<file path="src/hw/mcu_ctrl_pkg.sv">
// shared widths, register offsets and the register select type
// for the always-on control block

package mcu_ctrl_pkg;

  localparam int DATA_W = 32;
  localparam int ADDR_W = 8;

  // soc control
  localparam logic [ADDR_W-1:0] EXIT_VALUE_OFS = 8'h00;
  localparam logic [ADDR_W-1:0] EXIT_VALID_OFS = 8'h04;
  localparam logic [ADDR_W-1:0] STRAPS_OFS     = 8'h08;

  // gpio bank
  localparam logic [ADDR_W-1:0] GPIO_OUT_OFS         = 8'h10;
  localparam logic [ADDR_W-1:0] GPIO_OE_OFS          = 8'h14;
  localparam logic [ADDR_W-1:0] GPIO_IN_OFS          = 8'h18;
  localparam logic [ADDR_W-1:0] GPIO_INTR_EN_OFS     = 8'h1C;
  localparam logic [ADDR_W-1:0] GPIO_INTR_STATUS_OFS = 8'h20;

  // fast interrupt collector
  localparam logic [ADDR_W-1:0] IRQ_MASK_OFS    = 8'h30;
  localparam logic [ADDR_W-1:0] IRQ_PENDING_OFS = 8'h34;

  // register selected by the current access
  typedef enum logic [3:0] {
    SEL_NONE,
    SEL_EXIT_VALUE,
    SEL_EXIT_VALID,
    SEL_STRAPS,
    SEL_GPIO_OUT,
    SEL_GPIO_OE,
    SEL_GPIO_IN,
    SEL_GPIO_INTR_EN,
    SEL_GPIO_INTR_STATUS,
    SEL_IRQ_MASK,
    SEL_IRQ_PENDING
  } reg_sel_e;

endpackage

</file>
<file path="src/hw/ctrl_bus_if.sv">
// decoded register access bus
// driven by the apb decoder, read by the register units

`timescale 1ns/10ps

interface ctrl_bus_if;

  // single-cycle strobes, one per apb transfer
  logic wr_en;
  logic rd_en;

  mcu_ctrl_pkg::reg_sel_e sel;
  logic [mcu_ctrl_pkg::DATA_W-1:0] wdata;

  modport decoder (
    output wr_en,
    output rd_en,
    output sel,
    output wdata
  );

  modport unit (
    input wr_en,
    input rd_en,
    input sel,
    input wdata
  );

endinterface

</file>
<file path="src/hw/apb_decode.sv">
// apb transfer tracking and address decode
// issues one register strobe in the first access cycle

`timescale 1ns/10ps

module apb_decode (
  input  logic                              clk_i,
  input  logic                              rst_i,
  input  logic [mcu_ctrl_pkg::ADDR_W-1:0]   paddr_i,
  input  logic                              psel_i,
  input  logic                              penable_i,
  input  logic                              pwrite_i,
  input  logic [mcu_ctrl_pkg::DATA_W-1:0]   pwdata_i,
  ctrl_bus_if.decoder                       bus
);

  logic access_seen;
  logic first_access;

  // high from the end of the first access cycle until the transfer ends
  always_ff @(posedge clk_i) begin
    if (rst_i) begin
      access_seen <= 1'b0;
    end else begin
      access_seen <= psel_i & penable_i;
    end
  end

  assign first_access = psel_i & penable_i & ~access_seen;

  assign bus.wr_en = first_access & pwrite_i;
  assign bus.rd_en = first_access & ~pwrite_i;
  assign bus.wdata = pwdata_i;

  always_comb begin
    case (paddr_i)
      mcu_ctrl_pkg::EXIT_VALUE_OFS:       bus.sel = mcu_ctrl_pkg::SEL_EXIT_VALUE;
      mcu_ctrl_pkg::EXIT_VALID_OFS:       bus.sel = mcu_ctrl_pkg::SEL_EXIT_VALID;
      mcu_ctrl_pkg::STRAPS_OFS:           bus.sel = mcu_ctrl_pkg::SEL_STRAPS;
      mcu_ctrl_pkg::GPIO_OUT_OFS:         bus.sel = mcu_ctrl_pkg::SEL_GPIO_OUT;
      mcu_ctrl_pkg::GPIO_OE_OFS:          bus.sel = mcu_ctrl_pkg::SEL_GPIO_OE;
      mcu_ctrl_pkg::GPIO_IN_OFS:          bus.sel = mcu_ctrl_pkg::SEL_GPIO_IN;
      mcu_ctrl_pkg::GPIO_INTR_EN_OFS:     bus.sel = mcu_ctrl_pkg::SEL_GPIO_INTR_EN;
      mcu_ctrl_pkg::GPIO_INTR_STATUS_OFS: bus.sel = mcu_ctrl_pkg::SEL_GPIO_INTR_STATUS;
      mcu_ctrl_pkg::IRQ_MASK_OFS:         bus.sel = mcu_ctrl_pkg::SEL_IRQ_MASK;
      mcu_ctrl_pkg::IRQ_PENDING_OFS:      bus.sel = mcu_ctrl_pkg::SEL_IRQ_PENDING;
      // anything else is answered with an error
      default:                            bus.sel = mcu_ctrl_pkg::SEL_NONE;
    endcase
  end

endmodule

</file>
<file path="src/hw/soc_ctrl_regs.sv">
// exit value and sticky exit valid registers
// read-only view of the boot straps

`timescale 1ns/10ps

module soc_ctrl_regs (
  input  logic                             clk_i,
  input  logic                             rst_i,
  ctrl_bus_if.unit                         bus,
  input  logic                             boot_select_i,
  input  logic                             execute_from_flash_i,
  output logic [mcu_ctrl_pkg::DATA_W-1:0]  exit_value_o,
  output logic                             exit_valid_o,
  output logic [mcu_ctrl_pkg::DATA_W-1:0]  rdata_o
);

  always_ff @(posedge clk_i) begin
    if (rst_i) begin
      exit_value_o <= '0;
      exit_valid_o <= 1'b0;
    end else if (bus.wr_en) begin
      if (bus.sel == mcu_ctrl_pkg::SEL_EXIT_VALUE) begin
        exit_value_o <= bus.wdata;
      end
      // sticks until reset
      if (bus.sel == mcu_ctrl_pkg::SEL_EXIT_VALID && bus.wdata[0]) begin
        exit_valid_o <= 1'b1;
      end
    end
  end

  always_comb begin
    rdata_o = '0;
    case (bus.sel)
      mcu_ctrl_pkg::SEL_EXIT_VALUE: rdata_o = exit_value_o;
      mcu_ctrl_pkg::SEL_EXIT_VALID: rdata_o[0] = exit_valid_o;
      mcu_ctrl_pkg::SEL_STRAPS: begin
        rdata_o[0] = boot_select_i;
        rdata_o[1] = execute_from_flash_i;
      end
      default: rdata_o = '0;
    endcase
  end

endmodule

</file>
<file path="src/hw/gpio_bank.sv">
// gpio output and output enable registers, input synchronizer
// and per-pin rising edge interrupts with w1c status

`timescale 1ns/10ps

module gpio_bank #(
  parameter int NUM_GPIO = 8
) (
  input  logic                             clk_i,
  input  logic                             rst_i,
  ctrl_bus_if.unit                         bus,
  input  logic [NUM_GPIO-1:0]              gpio_i,
  output logic [NUM_GPIO-1:0]              gpio_o,
  output logic [NUM_GPIO-1:0]              gpio_oe_o,
  output logic [NUM_GPIO-1:0]              gpio_intr_o,
  output logic [mcu_ctrl_pkg::DATA_W-1:0]  rdata_o
);

  localparam int PAD_W = mcu_ctrl_pkg::DATA_W - NUM_GPIO;

  logic [NUM_GPIO-1:0] sync_q1;
  logic [NUM_GPIO-1:0] sync_q2;
  logic [NUM_GPIO-1:0] in_prev;
  logic [NUM_GPIO-1:0] intr_en;
  logic [NUM_GPIO-1:0] status;
  logic [NUM_GPIO-1:0] rise;
  logic [NUM_GPIO-1:0] status_set;
  logic [NUM_GPIO-1:0] status_clr;
  logic [NUM_GPIO-1:0] wr_bits;

  assign wr_bits = bus.wdata[NUM_GPIO-1:0];

  always_ff @(posedge clk_i) begin
    if (rst_i) begin
      gpio_o    <= '0;
      gpio_oe_o <= '0;
      intr_en   <= '0;
    end else if (bus.wr_en) begin
      case (bus.sel)
        mcu_ctrl_pkg::SEL_GPIO_OUT:     gpio_o    <= wr_bits;
        mcu_ctrl_pkg::SEL_GPIO_OE:      gpio_oe_o <= wr_bits;
        mcu_ctrl_pkg::SEL_GPIO_INTR_EN: intr_en   <= wr_bits;
        default: ;
      endcase
    end
  end

  // two-flop synchronizer plus one more stage for edge detect
  always_ff @(posedge clk_i) begin
    if (rst_i) begin
      sync_q1 <= '0;
      sync_q2 <= '0;
      in_prev <= '0;
    end else begin
      sync_q1 <= gpio_i;
      sync_q2 <= sync_q1;
      in_prev <= sync_q2;
    end
  end

  assign rise       = sync_q2 & ~in_prev;
  assign status_set = rise & intr_en;
  assign status_clr = (bus.wr_en && bus.sel == mcu_ctrl_pkg::SEL_GPIO_INTR_STATUS) ?
                      wr_bits : '0;

  // a new edge wins over a clear in the same cycle
  always_ff @(posedge clk_i) begin
    if (rst_i) begin
      status <= '0;
    end else begin
      status <= (status & ~status_clr) | status_set;
    end
  end

  assign gpio_intr_o = status;

  always_comb begin
    case (bus.sel)
      mcu_ctrl_pkg::SEL_GPIO_OUT:         rdata_o = {{PAD_W{1'b0}}, gpio_o};
      mcu_ctrl_pkg::SEL_GPIO_OE:          rdata_o = {{PAD_W{1'b0}}, gpio_oe_o};
      mcu_ctrl_pkg::SEL_GPIO_IN:          rdata_o = {{PAD_W{1'b0}}, sync_q2};
      mcu_ctrl_pkg::SEL_GPIO_INTR_EN:     rdata_o = {{PAD_W{1'b0}}, intr_en};
      mcu_ctrl_pkg::SEL_GPIO_INTR_STATUS: rdata_o = {{PAD_W{1'b0}}, status};
      default:                            rdata_o = '0;
    endcase
  end

endmodule

</file>
<file path="src/hw/irq_collect.sv">
// fast interrupt vector assembly
// gpio summary in bit 0, external lines above, gated by a mask

`timescale 1ns/10ps

module irq_collect #(
  parameter int NUM_GPIO = 8,
  parameter int NEXT_INT = 4
) (
  input  logic                             clk_i,
  input  logic                             rst_i,
  ctrl_bus_if.unit                         bus,
  input  logic [NUM_GPIO-1:0]              gpio_intr_i,
  input  logic [NEXT_INT-1:0]              intr_ext_i,
  output logic [NEXT_INT:0]                fast_intr_o,
  output logic [mcu_ctrl_pkg::DATA_W-1:0]  rdata_o
);

  localparam int PAD_W = mcu_ctrl_pkg::DATA_W - NEXT_INT - 1;

  logic [NEXT_INT:0] raw_vec;
  logic [NEXT_INT:0] mask;

  assign raw_vec = {intr_ext_i, |gpio_intr_i};

  always_ff @(posedge clk_i) begin
    if (rst_i) begin
      mask <= '0;
    end else if (bus.wr_en && bus.sel == mcu_ctrl_pkg::SEL_IRQ_MASK) begin
      mask <= bus.wdata[NEXT_INT:0];
    end
  end

  always_ff @(posedge clk_i) begin
    if (rst_i) begin
      fast_intr_o <= '0;
    end else begin
      fast_intr_o <= raw_vec & mask;
    end
  end

  // pending shows the registered vector
  always_comb begin
    case (bus.sel)
      mcu_ctrl_pkg::SEL_IRQ_MASK:    rdata_o = {{PAD_W{1'b0}}, mask};
      mcu_ctrl_pkg::SEL_IRQ_PENDING: rdata_o = {{PAD_W{1'b0}}, fast_intr_o};
      default:                       rdata_o = '0;
    endcase
  end

endmodule

</file>
<file path="src/hw/read_result.sv">
// read data selection and apb response
// one fixed wait state, ready pulses for a single cycle

`timescale 1ns/10ps

module read_result (
  input  logic                             clk_i,
  input  logic                             rst_i,
  ctrl_bus_if.unit                         bus,
  input  logic [mcu_ctrl_pkg::DATA_W-1:0]  soc_rdata_i,
  input  logic [mcu_ctrl_pkg::DATA_W-1:0]  gpio_rdata_i,
  input  logic [mcu_ctrl_pkg::DATA_W-1:0]  irq_rdata_i,
  output logic [mcu_ctrl_pkg::DATA_W-1:0]  prdata_o,
  output logic                             pready_o,
  output logic                             pslverr_o
);

  logic [mcu_ctrl_pkg::DATA_W-1:0] sel_rdata;

  always_comb begin
    case (bus.sel)
      mcu_ctrl_pkg::SEL_EXIT_VALUE,
      mcu_ctrl_pkg::SEL_EXIT_VALID,
      mcu_ctrl_pkg::SEL_STRAPS:           sel_rdata = soc_rdata_i;
      mcu_ctrl_pkg::SEL_GPIO_OUT,
      mcu_ctrl_pkg::SEL_GPIO_OE,
      mcu_ctrl_pkg::SEL_GPIO_IN,
      mcu_ctrl_pkg::SEL_GPIO_INTR_EN,
      mcu_ctrl_pkg::SEL_GPIO_INTR_STATUS: sel_rdata = gpio_rdata_i;
      mcu_ctrl_pkg::SEL_IRQ_MASK,
      mcu_ctrl_pkg::SEL_IRQ_PENDING:      sel_rdata = irq_rdata_i;
      default:                            sel_rdata = '0;
    endcase
  end

  always_ff @(posedge clk_i) begin
    if (rst_i) begin
      prdata_o  <= '0;
      pready_o  <= 1'b0;
      pslverr_o <= 1'b0;
    end else begin
      pready_o <= bus.wr_en | bus.rd_en;
      if (bus.wr_en || bus.rd_en) begin
        // writes return zero
        prdata_o  <= bus.rd_en ? sel_rdata : '0;
        pslverr_o <= (bus.sel == mcu_ctrl_pkg::SEL_NONE);
      end
    end
  end

endmodule

</file>
<file path="src/hw/mcu_ctrl_top.sv">
// always-on control block top level
// apb slave port, soc control, gpio bank and fast interrupt collector

`timescale 1ns/10ps

module mcu_ctrl_top #(
  parameter int NUM_GPIO = 8,
  parameter int NEXT_INT = 4
) (
  input  logic                             clk_i,
  input  logic                             rst_i,
  input  logic [mcu_ctrl_pkg::ADDR_W-1:0]  paddr_i,
  input  logic                             psel_i,
  input  logic                             penable_i,
  input  logic                             pwrite_i,
  input  logic [mcu_ctrl_pkg::DATA_W-1:0]  pwdata_i,
  output logic [mcu_ctrl_pkg::DATA_W-1:0]  prdata_o,
  output logic                             pready_o,
  output logic                             pslverr_o,
  input  logic                             boot_select_i,
  input  logic                             execute_from_flash_i,
  output logic                             exit_valid_o,
  output logic [mcu_ctrl_pkg::DATA_W-1:0]  exit_value_o,
  input  logic [NUM_GPIO-1:0]              gpio_i,
  output logic [NUM_GPIO-1:0]              gpio_o,
  output logic [NUM_GPIO-1:0]              gpio_oe_o,
  input  logic [NEXT_INT-1:0]              intr_ext_i,
  output logic [NEXT_INT:0]                fast_intr_o
);

  ctrl_bus_if bus ();

  logic [mcu_ctrl_pkg::DATA_W-1:0] soc_rdata;
  logic [mcu_ctrl_pkg::DATA_W-1:0] gpio_rdata;
  logic [mcu_ctrl_pkg::DATA_W-1:0] irq_rdata;
  logic [NUM_GPIO-1:0]             gpio_intr;

  apb_decode apb_decode_i (
    .clk_i, .rst_i, .paddr_i, .psel_i, .penable_i, .pwrite_i, .pwdata_i,
    .bus(bus.decoder)
  );

  soc_ctrl_regs soc_ctrl_regs_i (
    .clk_i, .rst_i, .bus(bus.unit),
    .boot_select_i, .execute_from_flash_i,
    .exit_value_o, .exit_valid_o,
    .rdata_o(soc_rdata)
  );

  gpio_bank #(.NUM_GPIO(NUM_GPIO)) gpio_bank_i (
    .clk_i, .rst_i, .bus(bus.unit),
    .gpio_i, .gpio_o, .gpio_oe_o,
    .gpio_intr_o(gpio_intr),
    .rdata_o(gpio_rdata)
  );

  irq_collect #(.NUM_GPIO(NUM_GPIO), .NEXT_INT(NEXT_INT)) irq_collect_i (
    .clk_i, .rst_i, .bus(bus.unit),
    .gpio_intr_i(gpio_intr), .intr_ext_i,
    .fast_intr_o,
    .rdata_o(irq_rdata)
  );

  read_result read_result_i (
    .clk_i, .rst_i, .bus(bus.unit),
    .soc_rdata_i(soc_rdata), .gpio_rdata_i(gpio_rdata), .irq_rdata_i(irq_rdata),
    .prdata_o, .pready_o, .pslverr_o
  );

endmodule

</file>
<file path="config.mk">
export PLATFORM = sky130hd
export DESIGN_NAME = mcu_ctrl_top
export DESIGN_NICKNAME = d
export VERILOG_FILES = /design/src/hw/mcu_ctrl_pkg.sv /design/src/hw/ctrl_bus_if.sv /design/src/hw/apb_decode.sv /design/src/hw/soc_ctrl_regs.sv /design/src/hw/gpio_bank.sv /design/src/hw/irq_collect.sv /design/src/hw/read_result.sv /design/src/hw/mcu_ctrl_top.sv
export SDC_FILE = /design/constraint.sdc
export NUM_CORES = 1
export LEC_CHECK = 0
export BUFFER_PORTS_ARGS = -buffer_cell sky130_fd_sc_hd__buf_2
export CAP_MARGIN = 15
export CORE_MARGIN = 5
export CORE_UTILIZATION = 50
export CTS_CLUSTER_SIZE = 14
export DETAILED_ROUTE_END_ITERATION = 10
export PLACE_DENSITY = 0.8
export SLEW_MARGIN = 20
export SYNTH_ARGS = -nofsm -noshare
export SYNTH_HDL_FRONTEND = slang
export SYNTH_HIERARCHICAL = 1
export SYNTH_SLANG_ARGS = --single-unit
</file>
<file path="constraint.sdc">
create_clock -name clk_i -period 10.3 [get_ports clk_i]
set_input_delay 1.545 -clock clk_i [delete_from_list [all_inputs] [get_ports clk_i]]
set_output_delay 1.545 -clock clk_i [all_outputs]
set_load 0.03 [all_outputs]
</file>
; Yosys cells after proc, flatten, opt, wreduce, memory -nomap -nowiden
; Cells that the tools add are included.
[totals]
elab_cells = 72
ram_bits = 0
latch_bits = 0
inputBits = 59
mem_bits_ro = 0
memories = 0
out_inout_bits = 88
reg_bits = 134
[op_classes]
shift = 0
n_mul = 0
n_mux = 9
bitwise = 14
reduce_logical = 15
div = 0
addsub = 0
order_cmp = 0
n_eq_ne = 19
[ops]
columns = operator, n
row1 = 32-bit case mux with 3 select lines, 1
row2 = 4-bit case mux with 10 select lines, 1
row3 = 8-bit case mux with 5 select lines, 1
row4 = 8-bit by 5-bit == test with 1-bit output (second input constant), 4
row5 = 32-bit 2-to-1 mux, 1
row6 = 30-bit 2-to-1 mux, 1
row7 = 8-bit AND, 3
row8 = 8-bit by 6-bit == test with 1-bit output (second input constant), 3
row9 = 4-bit by 3-bit == test with 1-bit output (second input constant), 4
row10 = 8-bit inverter, 2
row11 = 4-bit == test (second input constant), 3
row12 = 5-bit case mux with 2 select lines, 1
row13 = 2-bit AND reduction, 5
row14 = 4-bit by 2-bit == test with 1-bit output (second input constant), 2
row15 = 8-bit by 3-bit == test with 1-bit output (second input constant), 1
row16 = 8-bit by 4-bit == test with 1-bit output (second input constant), 1
row17 = 8-bit zero test, 1
row18 = 8-bit 2-to-1 mux, 1
row19 = 8-bit bitwise OR, 1
row20 = 8-bit OR reduction, 1
row21 = 5-bit AND, 1
row22 = 5-bit OR reduction, 1
row23 = 1-bit AND, 4
row24 = 4-bit by 1-bit == test with 1-bit output (second input constant), 1
row25 = 9 further kinds, 12

; Depth between registers and ports, before layout
; Gate-level depths: netlist of run 1.
[depth]
ltp_word = 8
ltp_mapped = 12
mapped_depth_nobuf = 10

; Cells and area by module
; The synthesis of run 1 kept the hierarchy.
[modules_own_cells]
columns = mod, area_per_inst_um2, cells_per_inst, instances
row1 = gpio_bank, 2613.8, 270, 1
row2 = read_result, 2576.2, 290, 1
row3 = soc_ctrl_regs, 1706.6, 189, 1
row4 = irq_collect, 678.2, 80, 1
row5 = apb_decode, 385.4, 53, 1

; Least setup slack after synthesis of run 1
; OpenSTA, ideal clock, no wires.
[synth_timing]
kind = input -> register
startpoint = in paddr_i[1] (netlist name)
endpoint = reg read_result_i/prdata_o[1] (netlist name)
n_path_buf = 2
path_slack_ns = 5.829
stages = 11
t_arrival_ns = 4.354
setup_time_ns = 0.117
path_cell_list = or4_4 > nor4b_2 > nor2b_1 > buf_4 > buf_2 > a31oi_1 > a22oi_1 > mux2i_1 > o21a_1 > o22ai_1 > a22o_1
[synth_between]
elab_chain_len = 6
[synth_lines]
columns = element, line_no
row1 = start: declaration, mcu_ctrl_top.sv:12  ; input logic [mcu_ctrl_pkg::ADDR_W-1:0] paddr_i,
row2 = 8-bit by 6-bit == test with 1-bit output (tied with other cells), apb_decode.sv:36  ; case (paddr_i)
row3 = 4-bit case mux with 10 select lines *, apb_decode.sv:36
row4 = via bus.sel[3], ctrl_bus_if.sv:12  ; mcu_ctrl_pkg::reg_sel_e sel;
row5 = 4-bit == test or 4-bit by 3-bit == test with 1-bit output (tied branches), gpio_bank.sv:78  ; case (bus.sel)
row6 = 8-bit case mux with 5 select lines *, gpio_bank.sv:78
row7 = "via gpio_rdata, one bit", mcu_ctrl_top.sv:34  ; logic [mcu_ctrl_pkg::DATA_W-1:0] gpio_rdata;
row8 = 32-bit case mux with 3 select lines *, read_result.sv:21  ; case (bus.sel)
row9 = 32-bit 2-to-1 mux *, read_result.sv:45  ; prdata_o <= bus.rd_en ? sel_rdata : '0;
row10 = end signal: assignment, read_result.sv:45
row11 = end: declaration, read_result.sv:13  ; output logic [mcu_ctrl_pkg::DATA_W-1:0] prdata_o,
; Mark *: on every way through the listed nets, which the timed path passes. The rest lies on a longest branch.
; A chain may end at the register's enable or synchronous reset.

; Final worst setup path of run 1
[layout_timing]
startpoint = in paddr_i[1] (netlist name)
endpoint = reg read_result_i/prdata_o[14] (netlist name)
[layout_between]
elab_chain_len = 6
[layout_lines]
columns = element, line_no
row1 = 8-bit by 6-bit == test with 1-bit output (tied with other cells), apb_decode.sv:36
row2 = 4-bit case mux with 10 select lines *, apb_decode.sv:36
row3 = via bus.sel[1], ctrl_bus_if.sv:12
row4 = 4-bit by 3-bit == test with 1-bit output (tied with other cells), read_result.sv:21
row5 = 5-bit OR reduction (tied with other cells), read_result.sv:21
row6 = 32-bit case mux with 3 select lines *, read_result.sv:21
row7 = 32-bit 2-to-1 mux *, read_result.sv:45
; Marks and branches as above.

==> run summary, run 1 <==
CTS root buffer: clkbuf_16
Core footprint: 15770 µm²
Sequential share of the synthesized area: 33.70%
Pleak: 3.478 nW
Syn_area_per_cell: 9.025 µm²
Final ANT Viol Nets: 0
CP Launch Type: input port
Max-Cap Viols: 0
Layout Area Growth over Synthesis: 10.08%
Ordered cell list for the critical path: buf_2 > or4_4 > a31oi_4 > buf_4 > or2_4 > nor3_2 > a2111oi_4 > buf_4 > a22o_1
Inserted Diodes: 0
Total CTS buffers: 17
Critical path class: input port to register
Critical path fanouts, max: 79
CP max-delay cell: a2111oi_4
Unique masters post-synth: 57
Clk_lat worst skew: 430 ps
Die width: 136.2 µm
Most numerous cell in the Yosys netlist: dfxtp_1
Max Slew Vio Count: 0
FILL cells: 1447
Worst setup endpoint: read_result_i/prdata_o[14]
Setup Skew: 5.636 ps
Worst EP arrival: 5220 ps
Layout Nets: 1007
Slowest stage delay, CP: 930 ps
Total power draw: 1.164 mW
WL final: 20.39 mm
Die H: 136.2 µm
Setup Fix Bufs, Post-CTS: 0
I/O pin count: 147
Tcrit/Tclk final: 47.13%
Area leader, netlist: dfxtp_1
Vias in the first global route: 6022
End of the worst register-to-register path: read_result_i/prdata_o[14]
CTS tree: built
Layout cells sized above 1: 23.02%
Overflow after GRT: 0
Area of the mapped netlist: 7960 µm²
Wirelength per Cell: 17.34 µm
HPWL Detailed: 13.59 mm
DP Worst Slack: 5090 ps
Number of vias per cell: 5.463
Power Density: 132.8 nW/µm²
Post-synth top flop: dfxtp_1
PnR worst setup slack: 5445 ps
Async set-or-reset flop fraction in the synthesized netlist: 0%
CTS-repair resized insts: 0
Hold Path Class: register to register
First-pass GRT wire length: 31.75 mm
Tmin final: 4855 ps
CP Launch Point: paddr_i[1]
RR Startpoint: apb_decode_i/access_seen
Largest net degree at the start of global routing: 134
Max-slew headroom: 30.81%
CP Capture Type: register
Max clock buf depth: 2
WP depth: 9
Routability cong.: 0.8490
CTS HTree Levels: 4
Synth top area cells: dfxtp_1, buf_4, mux2i_1
Vias: 6425
EDFF count, synth: 0
RSZ-0062 raised after global routing: false
Clock sink total: 134
Die Area: 18540 µm²
Reg2reg path depth: 5
Antenna violations before repair: 0
Synth warnings: 6
Synth top area share: 33.70%
Measured slew at the worst slew-check pin: 1034 ps
PortBufs: 146
Rows: 46
First-pass iteration count of the detailed router: 5
Worst reg2reg setup slack: 7910 ps
# setup viols final: 0
GR Util All Layers: 21.62%
Final hold violations: 0
CTS Hold Bufs: 0
Synth cell count leaders: dfxtp_1, buf_4, nand2b_1
Run status: finished clean
Cell Area, Placed: 8220 µm²
DRT iter0 DRCs: 580
Final Cell Area: 8762 µm²
Post-Syn Instances: 882
Clock-pin slew on the worst setup and hold paths: 60 ps
Initial Util: 50.48%
#FFs+latches synth: 134
Top cell by count, worst path: buf_4
Buf/Inv on CP: 3
Family with the most delay on the worst path: compound AO/OA/AOI/OAI gates
DR DRC count: 0
Worst VDD drop: 0.1173 mV
Fmax: 0.2060 GHz
CP Data Required Time: 10670 ps
Setup_tns: 0 ps
==> placed cells by master (no fill, tap or decap), drive strengths merged, types with 10 or more instances in the layout <==
cell type	instances
dfxtp	134
clkbuf	17
a22oi	39
a31oi	23
buf	158
o21a	26
nor2	18
a21oi	10
and2	31
nor2b	54
nand2	25
o21ai	43
nand2b	80
mux2i	55
nand4b	34
nand3b	34
a22o	33
o22ai	26
inv	12
conb	51
==> flip-flops by register name, summed over array words and instances (netlist names) <==
register and flops:
read_result_i/prdata_o 32, soc_ctrl_regs_i/exit_value_o 32, gpio_bank_i/gpio_intr_o 8, gpio_bank_i/gpio_o 8, gpio_bank_i/gpio_oe_o 8, gpio_bank_i/in_prev 8
gpio_bank_i/intr_en 8, gpio_bank_i/sync_q1 8, gpio_bank_i/sync_q2 8, irq_collect_i/fast_intr_o 5, irq_collect_i/mask 5, apb_decode_i/access_seen 1
read_result_i/pready_o 1, read_result_i/pslverr_o 1, soc_ctrl_regs_i/exit_valid_o 1
==> report_power, final <==
| group | total, mW | switching, mW | internal [mW] |
|---|---|---|---|
| Clock | 0.563 | 0.250 | 0.313 |
| Combinational | 0.0762 | 0.0448 | 0.0314 |
| Sequential | 0.525 | 0.00202 | 0.523 |
==> kinds of logic after synthesis <==
kind of cell | after synthesis | synth area share (%)
AND/OR/NAND/NOR | 309 | 26.00
flip-flops | 134 | 33.70
AO/OA/AOI/OAI | 210 | 18.45
buffers and inverters | 163 | 13.56
other | 2 | 0.09435
multiplexers | 64 | 8.189
==> stage by stage <==
| step | util, % | cells | hold WS, ps |
|---|---|---|---|
| floorplan | - | 931 | 413.8 |
| global placement | 52.13 | 1145 | 416.3 |
| detailed placement | 52.13 | 1145 | 423.4 |
| CTS | 55.56 | 1176 | 436.7 |
| global route | 55.56 | 1176 | 451.2 |
| finish | 55.56 | 1176 | 432.0 |
==> layout make-up <==
class | count | area [µm²] | share of cell area, %
repair buffers | 158 | 823.3 | 9.396
flip-flops and latches | 134 | 2683 | 30.62
well taps | 216 | 270.3 | 3.084
clock inverters | 14 | 116.4 | 1.328
inverters | 3 | 11.26 | 0.1285
multi-input cells | 634 | 4433 | 50.59
clock buffers | 17 | 425.4 | 4.855
==> worst register-to-register path, delay by kind of cell (launching register included) <==
| kind | cells | cell delay [ps] |
|---|---|---|
| buffers and inverters | 2 | 540 |
| AND/OR/NAND/NOR | 1 | 440 |
| flip-flops | 1 | 320 |
| AO/OA/AOI/OAI | 2 | 1050 |
==> how the worst min path moves through the flow <==
stage | from | endpoint | slack (ps) | cells after the start
6_report | gpio_bank_i/sync_q1[6] | gpio_bank_i/sync_q2[6] | 430 | 1
2_1_floorplan | gpio_bank_i/sync_q1[0] | gpio_bank_i/sync_q2[0] | 410 | 1
4_1_cts | gpio_bank_i/sync_q1[6] | gpio_bank_i/sync_q2[6] | 440 | 1
3_3_place_gp | gpio_bank_i/sync_q1[5] | gpio_bank_i/sync_q2[5] | 420 | 1
5_1_grt | gpio_bank_i/sync_q1[0] | gpio_bank_i/sync_q2[0] | 450 | 1
3_5_place_dp | gpio_bank_i/sync_q1[7] | gpio_bank_i/sync_q2[7] | 420 | 1
==> layer usage <==
| layer | GRT usage (%) | share of wire [%] |
|---|---|---|
| met2 | 32.44 | 45 |
| met1 | 29.77 | 45 |
| met3 | 5.477 | 7.1 |
| met4 | 8.511 | 2.8 |
| met5 | 0 | 0 |
Note: power is estimated with default switching activity, not from simulation.
==> run 2: changes to the inputs <==
PLACE_DENSITY = 0.83   (was 0.8)
clock period = 3.9 ns   (was 10.3 ns; I/O delays follow)
==> run summary, run 2 (synthesis gave the netlist of run 1 again) <==
Core Util, Final: 56.23%
Worst VDD drop: 0.2689 mV
DRT iter0 DRCs: 547
CTS-repair resized insts: 0
Clk_lat worst skew: 430 ps
Final hold violations: 0
Initial Util: 50.48%
FILL cells: 1401
Area occupied by multi-input gates: 4433 µm²
Most common cell after layout, fill and taps aside: buf_2
CP Data Required Time: 4270 ps
Inserted Diodes: 0
CP Capture Type: register
Setup Fix Bufs, Post-CTS: 0
Hold Path Class: input port to register
Clock sink total: 134
CP Launch Type: input port
Max-slew headroom: 43.33%
DP Worst Slack: 389.0 ps
Overflow after GRT: 0
Most frequent cells in the layout: buf_2, dfxtp_1, nand2b_1, mux2i_1, nor2b_1
Vias in the first global route: 5978
RSZ-0062 raised after global routing: false
Number of vias per cell: 5.507
Vias: 6520
Run status: finished clean
Tmin final: 3162 ps
Setup_tns: 0 ps
First-pass iteration count of the detailed router: 5
CTS root buffer: clkbuf_16
Family with the most delay on the worst path: buffers and inverters
Die width: 136.2 µm
Final ANT Viol Nets: 0
Setup Skew: 7.196 ps
CTS tree: built
Measured slew at the worst slew-check pin: 848.3 ps
HPWL Detailed: 13.98 mm
Routability cong.: 0.9089
Max clock buf depth: 2
Ordered cell list for the critical path: buf_2 > or4_4 > and2b_2 > buf_4 > nor3_2 > a2111oi_4 > buf_4 > a22o_1
Register area: 2683 µm²
WL final: 20.39 mm
Wirelength per Cell: 17.22 µm
Layout Area Growth over Synthesis: 11.40%
PortBufs: 146
Top cell by count, worst path: buf_4
Worst reg2reg setup slack: 1700 ps
Die Area: 18540 µm²
Antenna violations before repair: 0
Core footprint: 15770 µm²
I/O pin count: 147
Rows: 46
Max-Cap Viols: 0
CTS Hold Bufs: 0
Layout Nets: 1014
Tcrit/Tclk final: 81.07%
Pleak: 3.545 nW
Fmax: 0.3163 GHz
First-pass GRT wire length: 31.76 mm
# setup viols final: 0
GR Util All Layers: 21.66%
PnR worst setup slack: 738.4 ps
Clock-pin slew on the worst setup and hold paths: 60 ps
Critical path class: input port to register
Total CTS buffers: 17
Critical path fanouts, max: 70
Buf/Inv on CP: 3
Largest net degree at the start of global routing: 83
Layout cells sized above 1: 23.66%
Max Slew Vio Count: 0
Total power draw: 3.175 mW
CP max-delay cell: a2111oi_4
Largest regs: read_result_i/prdata_o: 32 flops, soc_ctrl_regs_i/exit_value_o: 32 flops
DR DRC count: 0
Power Density: 358.1 nW/µm²
CTS HTree Levels: 4
Worst EP arrival: 3530 ps
Die H: 136.2 µm
Slowest stage delay, CP: 690 ps
[run 2: cell count changes in the layout (fill, tap and decap cells not counted), sizes merged]
cell	before	now
buf	158	165
clkinv	1	3
clkinvlp	4	2
bufinv	0	1
[run 2: through the flow]
| step | hold WS (ps) | instances | cell area, µm² |
|---|---|---|---|
| after floorplan | 413.8 | 931 | 8144 |
| after global placement | 417.7 | 1152 | 8285 |
| after detailed placement | 420.4 | 1152 | 8285 |
| after CTS | 346.9 | 1184 | 8867 |
| after global routing | 345.0 | 1184 | 8867 |
| final | 356.4 | 1184 | 8867 |
[run 2: worst paths after layout]
check | start | endpoint | cells after the start
worst max-delay path | paddr_i[1] | read_result_i/prdata_o[26] | 8
worst min-delay path | gpio_i[3] | gpio_bank_i/sync_q1[3] | 2
worst max register to register | apb_decode_i/access_seen | read_result_i/prdata_o[26] | 5
worst min register to register | gpio_bank_i/sync_q1[5] | gpio_bank_i/sync_q2[5] | 1
[run 2: report_power, final]
group	internal, mW	switching (mW)
clock	0.903	0.682
combinational	0.0843	0.120
sequential	1.38	0.00521
[run 2: cell type report]
type / count / share of cell area, %
clock buffers: 17 / 4.798
repair buffers: 165 / 10.02
well taps: 216 / 3.048
clock inverters: 15 / 1.764
multi-input cells: 634 / 49.99
inverters: 3 / 0.1270
flip-flops and latches: 134 / 30.25
[run 2: metal layers]
| layer | wire (µm) | GRT usage, % |
|---|---|---|
| met3 | 1170 | 5.144 |
| met2 | 9384 | 32.94 |
| met1 | 9561 | 30.76 |
| met5 | 0 | 0 |
| met4 | 271 | 5.879 |
